**config.mk**
```make
export PLATFORM = sky130hd
export DESIGN_NAME = lc4_core
export DESIGN_NICKNAME = d
export VERILOG_FILES = /design/src/rtl/lc4_pkg.sv /design/src/rtl/lc4_decoder.sv /design/src/rtl/lc4_regfile.sv /design/src/rtl/lc4_alu.sv /design/src/rtl/lc4_hazard.sv /design/src/rtl/lc4_core.sv
export SDC_FILE = /design/constraint.sdc
export NUM_CORES = 1
export LEC_CHECK = 0
export ABC_CLOCK_PERIOD_IN_PS = 4730
export BUFFER_PORTS_ARGS = -buffer_cell sky130_fd_sc_hd__buf_4
export CORE_ASPECT_RATIO = 1.2
export CORE_MARGIN = 10
export CORE_UTILIZATION = 45
export DETAILED_ROUTE_END_ITERATION = 10
export PLACE_DENSITY = 0.7
export REMOVE_ABC_BUFFERS = 1
export SLEW_MARGIN = 10
export SYNTH_ARGS = -nofsm -noshare
export SYNTH_HDL_FRONTEND = slang
export SYNTH_SLANG_ARGS = --single-unit
```
**constraint.sdc**
```tcl
create_clock -name gwe -period 4.73 [get_ports gwe]
set_input_delay 1.419 -clock gwe [delete_from_list [all_inputs] [get_ports gwe]]
set_output_delay 1.419 -clock gwe [all_outputs]
set_load 0.01 [all_outputs]
```
**src/rtl/lc4_pkg.sv**
```systemverilog
`default_nettype none

package lc4_pkg;

    typedef logic [15:0] word_t;
    typedef logic [2:0]  reg_idx_t;
    // bit 2 negative, bit 1 zero, bit 0 positive
    typedef logic [2:0]  nzp_t;

    // major opcodes in insn[15:12]
    localparam logic [3:0] OP_BR      = 4'b0000;
    localparam logic [3:0] OP_ARITH   = 4'b0001;
    localparam logic [3:0] OP_LOGIC   = 4'b0101;
    localparam logic [3:0] OP_LDR     = 4'b0110;
    localparam logic [3:0] OP_STR     = 4'b0111;
    localparam logic [3:0] OP_CONST   = 4'b1001;
    localparam logic [3:0] OP_JMP     = 4'b1100;
    localparam logic [3:0] OP_HICONST = 4'b1101;

    // register-form subopcodes in insn[5:3]
    localparam logic [2:0] FN_ADD = 3'b000;
    localparam logic [2:0] FN_SUB = 3'b010;
    localparam logic [2:0] FN_AND = 3'b000;
    localparam logic [2:0] FN_NOT = 3'b001;
    localparam logic [2:0] FN_OR  = 3'b010;
    localparam logic [2:0] FN_XOR = 3'b011;

    typedef struct packed {
        reg_idx_t rs;
        reg_idx_t rt;
        reg_idx_t rd;
        logic     rs_re;
        logic     rt_re;
        logic     rf_we;
        logic     nzp_we;
        logic     is_load;
        logic     is_store;
        logic     is_branch;
        logic     is_jump;
        word_t    insn;
    } insn_ctrl_t;

    typedef struct packed {
        insn_ctrl_t ctrl;
        word_t      pc;
        word_t      rs_val;
        word_t      rt_val;
    } dx_t;

    typedef struct packed {
        insn_ctrl_t ctrl;
        word_t      pc;
        word_t      result;
        word_t      store_data;
    } xm_t;

    // mem_data is the loaded word for LDR and the stored word for STR
    typedef struct packed {
        insn_ctrl_t ctrl;
        word_t      pc;
        word_t      result;
        word_t      mem_data;
    } mw_t;

    typedef enum logic [1:0] {
        STALL_NONE  = 2'd0,
        STALL_FLUSH = 2'd2,
        STALL_LOAD  = 2'd3
    } stall_e;

    typedef enum logic [1:0] {BYP_REGFILE, BYP_FROM_M, BYP_FROM_W} bypass_e;

    typedef enum logic [1:0] {NZP_REG, NZP_FROM_M, NZP_FROM_W} nzp_src_e;

    typedef struct packed {
        stall_e   stall;
        word_t    pc;
        word_t    insn;
        logic     rf_we;
        reg_idx_t rf_wsel;
        word_t    rf_data;
        logic     nzp_we;
        nzp_t     nzp_bits;
        logic     dmem_we;
        word_t    dmem_addr;
        word_t    dmem_data;
    } trace_t;

endpackage

`default_nettype wire

```
**src/rtl/lc4_decoder.sv**
```systemverilog
`timescale 1ns/1ps
`default_nettype none

module lc4_decoder (
    input  wire lc4_pkg::word_t i_insn,
    output lc4_pkg::insn_ctrl_t o_ctrl
);

    logic [3:0] opcode;
    logic [2:0] fn;
    logic       imm_form;

    assign opcode   = i_insn[15:12];
    assign fn       = i_insn[5:3];
    assign imm_form = i_insn[5];

    always_comb begin
        o_ctrl      = '0;
        o_ctrl.insn = i_insn;
        o_ctrl.rd   = i_insn[11:9];
        o_ctrl.rs   = i_insn[8:6];
        o_ctrl.rt   = i_insn[2:0];
        case (opcode)
            lc4_pkg::OP_BR: begin
                // an empty mask is the NOP and never redirects
                o_ctrl.is_branch = |i_insn[11:9];
            end
            lc4_pkg::OP_ARITH: begin
                // MUL and DIV fall through as NOPs
                if (imm_form || fn == lc4_pkg::FN_ADD || fn == lc4_pkg::FN_SUB) begin
                    o_ctrl.rs_re  = 1'b1;
                    o_ctrl.rt_re  = !imm_form;
                    o_ctrl.rf_we  = 1'b1;
                    o_ctrl.nzp_we = 1'b1;
                end
            end
            lc4_pkg::OP_LOGIC: begin
                o_ctrl.rs_re  = 1'b1;
                o_ctrl.rt_re  = !imm_form && fn != lc4_pkg::FN_NOT;
                o_ctrl.rf_we  = 1'b1;
                o_ctrl.nzp_we = 1'b1;
            end
            lc4_pkg::OP_LDR: begin
                o_ctrl.rs_re   = 1'b1;
                o_ctrl.rf_we   = 1'b1;
                o_ctrl.nzp_we  = 1'b1;
                o_ctrl.is_load = 1'b1;
            end
            lc4_pkg::OP_STR: begin
                // store data register sits in the rd field
                o_ctrl.rt       = i_insn[11:9];
                o_ctrl.rs_re    = 1'b1;
                o_ctrl.rt_re    = 1'b1;
                o_ctrl.is_store = 1'b1;
            end
            lc4_pkg::OP_CONST: begin
                o_ctrl.rf_we  = 1'b1;
                o_ctrl.nzp_we = 1'b1;
            end
            lc4_pkg::OP_HICONST: begin
                // keeps the low byte of rd, so rd is also a source
                o_ctrl.rs     = i_insn[11:9];
                o_ctrl.rs_re  = 1'b1;
                o_ctrl.rf_we  = 1'b1;
                o_ctrl.nzp_we = 1'b1;
            end
            lc4_pkg::OP_JMP: begin
                // JMPR (bit 11 clear) is not supported
                o_ctrl.is_jump = i_insn[11];
            end
            default: begin
            end
        endcase
    end

endmodule

`default_nettype wire

```
**src/rtl/lc4_regfile.sv**
```systemverilog
`timescale 1ns/1ps
`default_nettype none

module lc4_regfile (
    input  wire                   gwe,
    input  wire                   i_rst_n,
    input  wire lc4_pkg::reg_idx_t i_rs,
    input  wire lc4_pkg::reg_idx_t i_rt,
    output lc4_pkg::word_t        o_rs_data,
    output lc4_pkg::word_t        o_rt_data,
    input  wire lc4_pkg::reg_idx_t i_rd,
    input  wire lc4_pkg::word_t   i_wdata,
    input  wire                   i_we
);

    lc4_pkg::word_t regs [8];

    always_ff @(posedge gwe) begin
        if (!i_rst_n) begin
            regs <= '{default: '0};
        end else if (i_we) begin
            regs[i_rd] <= i_wdata;
        end
    end

    // a same-cycle write is visible to decode
    assign o_rs_data = (i_we && i_rd == i_rs) ? i_wdata : regs[i_rs];
    assign o_rt_data = (i_we && i_rd == i_rt) ? i_wdata : regs[i_rt];

endmodule

`default_nettype wire

```
**src/rtl/lc4_alu.sv**
```systemverilog
`timescale 1ns/1ps
`default_nettype none

module lc4_alu (
    input  wire lc4_pkg::insn_ctrl_t i_ctrl,
    input  wire lc4_pkg::word_t      i_pc,
    input  wire lc4_pkg::word_t      i_rs_val,
    input  wire lc4_pkg::word_t      i_rt_val,
    input  wire lc4_pkg::nzp_t       i_nzp,
    output lc4_pkg::word_t           o_result,
    output logic                     o_taken,
    output lc4_pkg::word_t           o_target
);

    lc4_pkg::word_t insn;
    logic [2:0]     fn;
    lc4_pkg::word_t imm5;
    lc4_pkg::word_t imm6;
    lc4_pkg::word_t imm9;
    lc4_pkg::word_t imm11;

    assign insn  = i_ctrl.insn;
    assign fn    = insn[5:3];
    assign imm5  = {{11{insn[4]}}, insn[4:0]};
    assign imm6  = {{10{insn[5]}}, insn[5:0]};
    assign imm9  = {{7{insn[8]}}, insn[8:0]};
    assign imm11 = {{5{insn[10]}}, insn[10:0]};

    // both BR and JMP are relative to the next sequential pc
    assign o_target = i_pc + 16'd1 + (i_ctrl.is_jump ? imm11 : imm9);
    assign o_taken  = i_ctrl.is_jump || (i_ctrl.is_branch && |(insn[11:9] & i_nzp));

    always_comb begin
        o_result = '0;
        case (insn[15:12])
            lc4_pkg::OP_ARITH: begin
                if (insn[5]) begin
                    o_result = i_rs_val + imm5;
                end else if (fn == lc4_pkg::FN_SUB) begin
                    o_result = i_rs_val - i_rt_val;
                end else begin
                    o_result = i_rs_val + i_rt_val;
                end
            end
            lc4_pkg::OP_LOGIC: begin
                if (insn[5]) begin
                    o_result = i_rs_val & imm5;
                end else begin
                    case (fn)
                        lc4_pkg::FN_AND: o_result = i_rs_val & i_rt_val;
                        lc4_pkg::FN_NOT: o_result = ~i_rs_val;
                        lc4_pkg::FN_OR:  o_result = i_rs_val | i_rt_val;
                        lc4_pkg::FN_XOR: o_result = i_rs_val ^ i_rt_val;
                        default:         o_result = '0;
                    endcase
                end
            end
            // effective address for the memory stage
            lc4_pkg::OP_LDR, lc4_pkg::OP_STR: o_result = i_rs_val + imm6;
            lc4_pkg::OP_CONST:                o_result = imm9;
            lc4_pkg::OP_HICONST:              o_result = {insn[7:0], i_rs_val[7:0]};
            default:                          o_result = '0;
        endcase
    end

endmodule

`default_nettype wire

```
**src/rtl/lc4_hazard.sv**
```systemverilog
`timescale 1ns/1ps
`default_nettype none

module lc4_hazard (
    input  wire lc4_pkg::insn_ctrl_t i_d_ctrl,
    input  wire lc4_pkg::insn_ctrl_t i_x_ctrl,
    input  wire lc4_pkg::insn_ctrl_t i_m_ctrl,
    input  wire lc4_pkg::insn_ctrl_t i_w_ctrl,
    output logic                     o_stall,
    output lc4_pkg::bypass_e         o_rs_sel,
    output lc4_pkg::bypass_e         o_rt_sel,
    output lc4_pkg::bypass_e         o_store_sel,
    output lc4_pkg::nzp_src_e        o_nzp_sel
);

    logic rs_uses_load;
    logic rt_uses_load;
    logic br_uses_load;

    // youngest writer wins; a load in memory has no value yet
    function automatic lc4_pkg::bypass_e src_of(
        input lc4_pkg::reg_idx_t   idx,
        input logic                re,
        input lc4_pkg::insn_ctrl_t m,
        input lc4_pkg::insn_ctrl_t w
    );
        lc4_pkg::bypass_e sel;
        sel = lc4_pkg::BYP_REGFILE;
        if (re && m.rf_we && !m.is_load && m.rd == idx) begin
            sel = lc4_pkg::BYP_FROM_M;
        end else if (re && w.rf_we && w.rd == idx) begin
            sel = lc4_pkg::BYP_FROM_W;
        end
        return sel;
    endfunction

    assign rs_uses_load = i_d_ctrl.rs_re && i_d_ctrl.rs == i_x_ctrl.rd;
    // store data can still be patched in the memory stage
    assign rt_uses_load = i_d_ctrl.rt_re && !i_d_ctrl.is_store
                          && i_d_ctrl.rt == i_x_ctrl.rd;
    // a load sets nzp, so it is the newest condition source for the branch
    assign br_uses_load = i_d_ctrl.is_branch;

    assign o_stall = i_x_ctrl.is_load && (rs_uses_load || rt_uses_load || br_uses_load);

    assign o_rs_sel = src_of(i_x_ctrl.rs, i_x_ctrl.rs_re, i_m_ctrl, i_w_ctrl);
    assign o_rt_sel = src_of(i_x_ctrl.rt, i_x_ctrl.rt_re, i_m_ctrl, i_w_ctrl);

    assign o_store_sel = (i_m_ctrl.is_store && i_w_ctrl.rf_we && i_w_ctrl.rd == i_m_ctrl.rt)
                         ? lc4_pkg::BYP_FROM_W : lc4_pkg::BYP_REGFILE;

    always_comb begin
        if (i_m_ctrl.nzp_we) begin
            o_nzp_sel = lc4_pkg::NZP_FROM_M;
        end else if (i_w_ctrl.nzp_we) begin
            o_nzp_sel = lc4_pkg::NZP_FROM_W;
        end else begin
            o_nzp_sel = lc4_pkg::NZP_REG;
        end
    end

endmodule

`default_nettype wire

```
**src/rtl/lc4_core.sv**
```systemverilog
`timescale 1ns/1ps
`default_nettype none

module lc4_core #(
    parameter lc4_pkg::word_t RESET_PC = 16'h8200
) (
    input  wire                 gwe,
    input  wire                 i_rst_n,
    output lc4_pkg::word_t      o_imem_addr,
    input  wire lc4_pkg::word_t i_imem_data,
    output lc4_pkg::word_t      o_dmem_addr,
    output logic                o_dmem_we,
    output lc4_pkg::word_t      o_dmem_wdata,
    input  wire lc4_pkg::word_t i_dmem_rdata,
    output lc4_pkg::trace_t     o_trace
);

    lc4_pkg::word_t      pc_q;
    lc4_pkg::word_t      pc_d;
    lc4_pkg::word_t      fd_pc;
    lc4_pkg::word_t      fd_insn;
    lc4_pkg::stall_e     d_stall;
    lc4_pkg::stall_e     x_stall;
    lc4_pkg::stall_e     m_stall;
    lc4_pkg::stall_e     w_stall;
    lc4_pkg::dx_t        dx_q;
    lc4_pkg::xm_t        xm_q;
    lc4_pkg::mw_t        mw_q;
    lc4_pkg::nzp_t       nzp_q;
    lc4_pkg::insn_ctrl_t d_ctrl;
    lc4_pkg::word_t      rs_data;
    lc4_pkg::word_t      rt_data;
    logic                stall;
    lc4_pkg::bypass_e    rs_sel;
    lc4_pkg::bypass_e    rt_sel;
    lc4_pkg::bypass_e    store_sel;
    lc4_pkg::nzp_src_e   nzp_sel;
    lc4_pkg::word_t      x_rs_val;
    lc4_pkg::word_t      x_rt_val;
    lc4_pkg::nzp_t       x_nzp;
    lc4_pkg::word_t      alu_result;
    lc4_pkg::word_t      target;
    logic                taken;
    lc4_pkg::word_t      m_store_data;
    logic                m_is_mem;
    lc4_pkg::word_t      wb_value;
    lc4_pkg::nzp_t       m_nzp;
    lc4_pkg::nzp_t       w_nzp;

    function automatic lc4_pkg::nzp_t nzp_of(input lc4_pkg::word_t v);
        return v[15] ? 3'b100 : (v == '0) ? 3'b010 : 3'b001;
    endfunction

    lc4_decoder decoder_i (
        .i_insn (fd_insn),
        .o_ctrl (d_ctrl)
    );

    lc4_regfile regfile_i (
        .gwe       (gwe),
        .i_rst_n   (i_rst_n),
        .i_rs      (d_ctrl.rs),
        .i_rt      (d_ctrl.rt),
        .o_rs_data (rs_data),
        .o_rt_data (rt_data),
        .i_rd      (mw_q.ctrl.rd),
        .i_wdata   (wb_value),
        .i_we      (mw_q.ctrl.rf_we)
    );

    lc4_hazard hazard_i (
        .i_d_ctrl    (d_ctrl),
        .i_x_ctrl    (dx_q.ctrl),
        .i_m_ctrl    (xm_q.ctrl),
        .i_w_ctrl    (mw_q.ctrl),
        .o_stall     (stall),
        .o_rs_sel    (rs_sel),
        .o_rt_sel    (rt_sel),
        .o_store_sel (store_sel),
        .o_nzp_sel   (nzp_sel)
    );

    lc4_alu alu_i (
        .i_ctrl   (dx_q.ctrl),
        .i_pc     (dx_q.pc),
        .i_rs_val (x_rs_val),
        .i_rt_val (x_rt_val),
        .i_nzp    (x_nzp),
        .o_result (alu_result),
        .o_taken  (taken),
        .o_target (target)
    );

    // fetch: a redirect beats the load-use hold
    always_comb begin
        if (taken) begin
            pc_d = target;
        end else if (stall) begin
            pc_d = pc_q;
        end else begin
            pc_d = pc_q + 16'd1;
        end
    end

    always_ff @(posedge gwe) begin
        if (!i_rst_n) begin
            pc_q <= RESET_PC;
        end else begin
            pc_q <= pc_d;
        end
    end

    assign o_imem_addr = pc_q;

    // F/D register holds on stall, squashed on redirect
    always_ff @(posedge gwe) begin
        if (!i_rst_n || taken) begin
            fd_pc   <= '0;
            fd_insn <= '0;
            d_stall <= lc4_pkg::STALL_FLUSH;
        end else if (!stall) begin
            fd_pc   <= pc_q;
            fd_insn <= i_imem_data;
            d_stall <= lc4_pkg::STALL_NONE;
        end
    end

    // D/X register takes a LOAD bubble while decode is held
    always_ff @(posedge gwe) begin
        if (!i_rst_n || taken) begin
            dx_q    <= '0;
            x_stall <= lc4_pkg::STALL_FLUSH;
        end else if (stall) begin
            dx_q    <= '0;
            x_stall <= lc4_pkg::STALL_LOAD;
        end else begin
            dx_q.ctrl   <= d_ctrl;
            dx_q.pc     <= fd_pc;
            dx_q.rs_val <= rs_data;
            dx_q.rt_val <= rt_data;
            x_stall     <= d_stall;
        end
    end

    // execute operand bypass
    always_comb begin
        case (rs_sel)
            lc4_pkg::BYP_FROM_M: x_rs_val = xm_q.result;
            lc4_pkg::BYP_FROM_W: x_rs_val = wb_value;
            default:             x_rs_val = dx_q.rs_val;
        endcase
        case (rt_sel)
            lc4_pkg::BYP_FROM_M: x_rt_val = xm_q.result;
            lc4_pkg::BYP_FROM_W: x_rt_val = wb_value;
            default:             x_rt_val = dx_q.rt_val;
        endcase
        case (nzp_sel)
            lc4_pkg::NZP_FROM_M: x_nzp = m_nzp;
            lc4_pkg::NZP_FROM_W: x_nzp = w_nzp;
            default:             x_nzp = nzp_q;
        endcase
    end

    always_ff @(posedge gwe) begin
        if (!i_rst_n) begin
            xm_q    <= '0;
            m_stall <= lc4_pkg::STALL_FLUSH;
            mw_q    <= '0;
            w_stall <= lc4_pkg::STALL_FLUSH;
        end else begin
            xm_q.ctrl       <= dx_q.ctrl;
            xm_q.pc         <= dx_q.pc;
            xm_q.result     <= alu_result;
            xm_q.store_data <= x_rt_val;
            m_stall         <= x_stall;
            mw_q.ctrl       <= xm_q.ctrl;
            mw_q.pc         <= xm_q.pc;
            mw_q.result     <= xm_q.result;
            mw_q.mem_data   <= xm_q.ctrl.is_store ? m_store_data : i_dmem_rdata;
            w_stall         <= m_stall;
        end
    end

    // memory stage, store data may come from a load now in writeback
    assign m_store_data = (store_sel == lc4_pkg::BYP_FROM_W) ? wb_value : xm_q.store_data;
    assign m_is_mem     = xm_q.ctrl.is_load || xm_q.ctrl.is_store;
    assign m_nzp        = nzp_of(xm_q.result);

    assign o_dmem_addr  = m_is_mem ? xm_q.result : '0;
    assign o_dmem_we    = xm_q.ctrl.is_store;
    assign o_dmem_wdata = m_store_data;

    // writeback
    assign wb_value = mw_q.ctrl.is_load ? mw_q.mem_data : mw_q.result;
    assign w_nzp    = nzp_of(wb_value);

    always_ff @(posedge gwe) begin
        if (!i_rst_n) begin
            nzp_q <= 3'b010;
        end else if (mw_q.ctrl.nzp_we) begin
            nzp_q <= w_nzp;
        end
    end

    always_comb begin
        o_trace           = '0;
        o_trace.stall     = w_stall;
        o_trace.pc        = mw_q.pc;
        o_trace.insn      = mw_q.ctrl.insn;
        o_trace.rf_we     = mw_q.ctrl.rf_we;
        o_trace.rf_wsel   = mw_q.ctrl.rd;
        o_trace.rf_data   = wb_value;
        o_trace.nzp_we    = mw_q.ctrl.nzp_we;
        o_trace.nzp_bits  = w_nzp;
        o_trace.dmem_we   = mw_q.ctrl.is_store;
        if (mw_q.ctrl.is_load || mw_q.ctrl.is_store) begin
            o_trace.dmem_addr = mw_q.result;
            o_trace.dmem_data = mw_q.mem_data;
        end
    end

endmodule

`default_nettype wire

```
After elaboration in Yosys (flattened, before gate mapping):

Index checks and enable logic that the tools add are counted.

* register bits after elaboration: 412
* latch bits: 0
* memory bits (writable): 0
* memory bits (read-only): 0
* word-level logic and storage cells: 200
* memories kept: 0

* add/subtract/negate cells: 7
* multipliers: 0
* divide/modulo/power cells: 0
* magnitude comparators: 4
* equal/unequal tests: 35
* shifts and indexed selects: 0
* mux-type cells: 48
* bitwise operators: 10
* reduce and logical (&&, ||, !) cells: 45

Operator list (count)
* $mux 16: 17
* $bwmux 128: 1
* $bmux 16 s3: 2
* $pmux 16 s5: 1
* $add 16x16->16: 4
* $pmux 16 s2: 2
* $pmux 16 s4: 1
* $demux 16 s3: 1
* $add 16x1->16 const B: 2
* $and 16x16->16: 2
* $logic_not 16->1: 2
* $mux 32: 1
* $eq 3x3->1: 9
* $eq 4x3->1 const B: 6
* $logic_and 1x1->1: 21
* $eq 4x4->1 const B: 5
* $mux 2: 9
* $not 16->16: 1
* $or 16x16->16: 1
* $sub 16x16->16: 1
* $xor 16x16->16: 1
* $ge 4x4->1 const B: 3
* $mux 3: 4
* $not 3->4: 3
* 23 further kinds: 49

Longest topological paths before layout:

* depth after elaboration: 12
* mapped depth: 27
* gate-level depth less buffers: 23

Cells and area by module:

A second synthesis with hierarchy kept.

* cell total of the unflattened synthesis: 2402
* area, all modules: 22887.0 um^2

By module, submodules not included
* lc4_core: instances 1, cells each 1047, area an instance 10735.3 um^2, seq. area each 6025.8 um^2
* lc4_regfile: instances 1, cells each 747, area an instance 7637.3 um^2, seq. area each 2562.5 um^2
* lc4_alu: instances 1, cells each 520, area an instance 3838.7 um^2, seq. area each 0.0 um^2
* lc4_decoder: instances 1, cells each 48, area an instance 349.1 um^2, seq. area each 0.0 um^2
* lc4_hazard: instances 1, cells each 40, area an instance 326.6 um^2, seq. area each 0.0 um^2

Worst setup path after synthesis:

OpenSTA, ideal clock, no wires.

* path type: register to register
* start: register dx_q[77] in the netlist's numbering
* end: register xm_q[31] in the netlist's numbering
* setup time: 128 ps
* data arrival time: 4987 ps
* slack: -385 ps
* stages on the path, launching flop included: 23
* cells stage by stage: dfxtp_1 xor2_1 nor4_4 buf_4 buf_2 nand2_1 o21ai_1 clkbuf_1 inv_1 ha_1 nor3b_1 or4_4 a211oi_2 o211ai_2 or4_4 or3b_1 xnor2_1 o21ai_1 ha_1 a31oi_1 and3_1 mux2i_1 o21ai_1

* word-level cells in the longest chain between the ends: 10
* elaborated cells between the ends (all ways): 19
* those cells by class: add/sub: 2; eq/ne: 4; mux: 8; bitwise: 3; reduce/logical: 2

RTL lines
* start, declared: line lc4_core.sv:26 `lc4_pkg::dx_t dx_q;`
* $eq 3x3->1: line lc4_hazard.sv:31 `end else if (re && w.rf_we && w.rd == idx) begin`
* $logic_and 1x1->1: line lc4_hazard.sv:31
* $mux 2: line lc4_hazard.sv:31
* $mux 2 *: line lc4_hazard.sv:29 `if (re && m.rf_we && !m.is_load && m.rd == idx) begin`
* $eq 2x2->1 or $eq 2x1->1 (tied branches): line lc4_core.sv:152 `case (rt_sel)`
* $pmux 16 s2 *: line lc4_core.sv:152
* via alu_i.i_rt_val[0]: line lc4_alu.sv:8 `input wire lc4_pkg::word_t i_rt_val,`
* $add 16x16->16 or $sub 16x16->16 (tied branches): line lc4_alu.sv:42, lc4_alu.sv:40
* $mux 16 *: line lc4_alu.sv:39 `end else if (fn == lc4_pkg::FN_SUB) begin`
* $mux 16 *: line lc4_alu.sv:37 `if (insn[5]) begin`
* $pmux 16 s5 *: line lc4_alu.sv:35 `case (insn[15:12])`
* end, declared: line lc4_core.sv:27 `lc4_pkg::xm_t xm_q;`

The timed path passes the listed nets; every way through them passes the cells marked *.
A chain may end at the register's enable or synchronous reset.

Final worst setup path:

* start: register xm_q[67] in the netlist's numbering
* end: register xm_q[30] in the netlist's numbering

* word-level cells in the longest chain between the ends: 10
* elaborated cells between the ends (all ways): 27
* those cells by class: add/sub: 4; eq/ne: 4; mux: 9; bitwise: 5; reduce/logical: 5

RTL lines
* $logic_not 1->1 *: line lc4_hazard.sv:29
* $logic_and 1x1->1 (2 in a row): line lc4_hazard.sv:29
* $mux 2: line lc4_hazard.sv:29
* $eq 2x2->1 (tied with other cells): line lc4_core.sv:147 `case (rs_sel)`
* $pmux 16 s2 (on tied branches): line lc4_core.sv:147, lc4_core.sv:152
* $add 16x16->16 (tied with other cells): line lc4_alu.sv:42 `o_result = i_rs_val + i_rt_val;`
* $mux 16 or $pmux 16 s4 (tied branches): line lc4_alu.sv:39, lc4_alu.sv:49
* $mux 16 (on tied branches): line lc4_alu.sv:37, lc4_alu.sv:46
* $pmux 16 s5 *: line lc4_alu.sv:35

Mark *: on every way between the ends. The rest lies on a longest branch, timed or not.

==> run summary <==
• 0.0146 ns — worst-case clock skew
• -0.194 ns — minimum setup slack after placement
• 20600 sq um — post-synth design cell area
• 255 um — Die H
• 20.4 um — routed wire length per instance
• 131 — largest net degree at the start of global routing
• finished with violations — status
• sky130_fd_sc_hd__dfxtp_1 — top_reg_cell synth
• 0 — max-cap viol count
• 174 — IO Count
• 0 — number of synthesized flops with an enable pin
• 67800 um — total wire length
• 15.2% — part of the power in combinational logic
• 0 — number of inserted diodes
• 42.0% — clock network fraction of total power
• 42.8% — share of total power in sequential cells
• 38.8% — area share of the largest cell type after synthesis
• 0% — ys async rst share
• sky130_fd_sc_hd__clkbuf_16 — buffer cell driving the clock tree root
• 332 nW/um^2 — Pwr Density
• reg -> reg — type of the most critical hold path
• 2538 — Synth Instances
• 0 — synthesis warning total
• 208 MHz — highest clock frequency the design can meet
• 215 um — x dimension of the die
• true — RSZ-0062 raised after global routing
• 103000 um — first-pass GRT wire length
• 0.00603 W — internal power summed over all cells
• sky130_fd_sc_hd__dfxtp_1, sky130_fd_sc_hd__nand2_1, sky130_fd_sc_hd__nor2_1, sky130_fd_sc_hd__a211oi_1, sky130_fd_sc_hd__clkbuf_1 — leading post-synthesis cells by instance count
• 4.82 ns — minimum period implied by the final worst setup slack
• 102% — Final Cycle Share
• 0.00217 W — net switching power of the design
• 0.57 ns — Clk Latency, worst-skew pair
• 3 — Longest Clk Path Bufs
• 0 — Residual DRC
• 0.948 — GP Congestion
• 20.3% — worst rel slew slack
• 2 — H-tree levels
• 9.91 nW — static power due to leakage
• 8020 sq um — Seq. cell area
• 0 — initial antenna violation count
• 8.13 sq um — average instance area after synthesis
• 43 — number of CTS-inserted buffers
• 0 — Pins Over Slew Limit
• 17 — number of cells on the worst reg-to-reg path
• 0 — leftover overflow at the end of global routing
• 75 — number of distinct library cell variants in the gate-level netlist after synthesis
• reg -> reg — critical path type
• 5.22 ns — CP required
• 2782 — number of nets at the end of the flow
• 0 — CTS Hold Bufs
• 1 — cell depth of the worst min-delay path
• sky130_fd_sc_hd__dfxtp_1, sky130_fd_sc_hd__a211oi_1, sky130_fd_sc_hd__nand2_1, sky130_fd_sc_hd__nor2_1, sky130_fd_sc_hd__mux2i_1 — top area cells in the synthesized netlist
• 26.4% — Sw Share
• 5 — crit-path max FO
• w_stall[1] — Min-Delay Endpoint
• 400 — CTS sink count
• 38.8% — register area share after synthesis
• 54900 sq um — die outline area
• 5.74 — vias per cell
• sky130_fd_sc_hd__dfxtp_1 — top-count cell post-synth
• 45100 sq um — Core Area
• 1.18 ns — Slew @ Worst Pin
• 18.6% — proportion of layout cells with a drive suffix above 1
• 4072 — count of fill cells added during filler insertion
• 19085 — total number of vias
• xm_q[67] — r2r startpoint
• negative setup slack — failing checks
• sky130_fd_sc_hd__dfxtp_1 — cell type contributing the most total cell area after synthesis
• 23.5% — GRT Total Usage
• register — endpoint kind of the worst setup timing path
• 400 — flop and latch count out of synthesis
• yes — CTS tree
• xm_q[67] — Critical Path Source
• 0 — number of failing hold endpoints at the final stage
• -0.09 ns — setup slack, reg-to-reg
• -0.0865 ns — final critical-path setup slack
• 19.8% — post-synthesis to final-layout area growth
• 11600 sq um — multi-input gate area in the final layout
• xm_q[30] — RR Endpoint
• 0.277 mV — worst-case vdd ir drop
• 3 — setup-violating endpoint count in the final report
• 1648 — violation count after the first detailed-route iteration
• register — Worst setup SP type
• 0 — post-route ant nets
• -0.186 ns — setup TNS
• 85 — number of rows in the core area
• 0.06 ns — Clk pin slew, worst setup/hold paths
• 18361 — number of global-route vias before repair
• 46800 um — detailed-placement wirelength estimate
• 5.31 ns — Critical Path AT
• 173 — Port Buffer Count
• 5 — DRT Pass-1 Iters
• m_stall[1] — source of the worst hold timing path
• 45.8% — starting utilization of the core area
==> registers in the layout (all words and copies together) (netlist names) <==
signal / count
d_stall: 1
dx_q: 77
fd_insn: 16
fd_pc: 16
m_stall: 2
mw_q: 33
nzp_q: 3
o_dmem_we: 1
o_imem_addr: 16
o_trace: 34
regfile_i.regs: 128
w_stall: 2
x_stall: 2
xm_q: 69
==> placed cells by master (no fill, tap or decap), drive strengths merged, types with 6 or more instances in the layout <==
master / instances
dfxtp: 400
nand2: 348
buf: 332
nor2: 329
a211oi: 183
and2: 123
mux2i: 91
inv: 87
nand3: 81
o21ai: 81
a21oi: 69
xnor2: 66
clkbuf: 65
ha: 64
nor2b: 54
and3: 40
a31oi: 39
a311oi: 34
xor2: 23
nor3: 21
nor4: 13
nand2b: 12
mux4: 12
o21a: 11
a21o: 11
mux2: 11
nand4: 10
o21bai: 9
o211ai: 7
a222oi: 6
==> critical path: stages (launching register included) <==
cell and delay [ns]:
sky130_fd_sc_hd__dfxtp_2 0.31, sky130_fd_sc_hd__nand3b_1 0.20, sky130_fd_sc_hd__nor4_4 0.38, sky130_fd_sc_hd__buf_4 0.19, sky130_fd_sc_hd__a211oi_2 0.05, sky130_fd_sc_hd__a2111o_1 0.46, sky130_fd_sc_hd__or4_4 0.54, sky130_fd_sc_hd__a211oi_4 0.25
sky130_fd_sc_hd__o211ai_2 0.17, sky130_fd_sc_hd__buf_4 0.18, sky130_fd_sc_hd__or4_4 0.48, sky130_fd_sc_hd__or3b_4 0.42, sky130_fd_sc_hd__xnor2_2 0.14, sky130_fd_sc_hd__o21ai_2 0.09, sky130_fd_sc_hd__ha_4 0.37, sky130_fd_sc_hd__nand3_1 0.12
sky130_fd_sc_hd__a211o_1 0.29, sky130_fd_sc_hd__o211ai_1 0.09
==> final cells by class <==
class / count / area share, %
clock buffers: 65 / 5.17
clock inverters: 13 / 0.653
inverters: 83 / 1.27
multi-input cells: 1822 / 47.1
flip-flops and latches: 400 / 32.5
well taps: 609 / 3.08
repair buffers: 332 / 10.3
==> what timing repair did <==
item / CTS / global route
pin swaps: 17 / 31
buffers inserted: 3 / 7
cloned: 0 / 0
resized for setup: 21 / 43
endpoints found under the setup margin: 5 / 7
==> power groups by stage <==
| stage | combinational (W) | sequential (W) | clock [W] |
|---|---|---|---|
| 4_1_cts | 0.00115 | 0.00351 | 0.00349 |
| 3_3_place_gp | 0.00111 | 0.00358 | 0 |
| 6_report | 0.00125 | 0.00351 | 0.00345 |
| 5_1_grt | 0.00134 | 0.00351 | 0.00362 |
| 3_5_place_dp | 0.00113 | 0.00358 | 0 |
| 2_1_floorplan | 0.000666 | 0.00356 | 0 |
==> how the worst max path moves through the flow <==
| stage | end | slack, ns | depth (start not counted) |
|---|---|---|---|
| global placement | xm_q[31] | -0.14 | 21 |
| global route | xm_q[30] | -0.28 | 21 |
| CTS | xm_q[31] | -0.15 | 18 |
| floorplan | dx_q[64] | -5.50 | 8 |
| finish | xm_q[30] | -0.09 | 17 |
| detailed placement | xm_q[31] | -0.19 | 21 |
==> per-stage QoR <==
stage | hold WS [ns] | util (%) | instance area [sq um] | std cells | total power, W
global placement | 0.405 | 50.8 | 22900 | 3237 | 0.00469
floorplan | 0.386 | - | 19600 | 2305 | 0.00423
detailed placement | 0.397 | 50.8 | 22900 | 3237 | 0.00471
CTS | 0.411 | 54.3 | 24500 | 3317 | 0.00814
finish | 0.409 | 54.8 | 24700 | 3324 | 0.00820
global route | 0.428 | 54.8 | 24700 | 3324 | 0.00847
==> metal layers <==
layer  routed length, um  up-vias  global-route usage, %  share of wire, %
met4                3040        0                   11.5               4.5
met1               27600     9035                   28.7                41
met5                   0        -                      0                 0
met2               31800      895                   39.8                47
met3                5280      166                   3.69               7.8
li1                    -     8989                      -                 -
==> logic make-up (layout without fill, tap and decap cells) <==
group,count (synthesis),in the layout,share of synthesized area (%)
multiplexers,114,114,6.32
flip-flops,400,400,38.8
AO/OA/AOI/OAI,491,491,16.4
AND/OR/NAND/NOR,1062,1062,23.8
XOR/XNOR,89,89,3.89
adder cells (fa/ha/maj),66,66,4.07
buffers and inverters,316,493,6.69
Power figures use the tool's default switching activity.
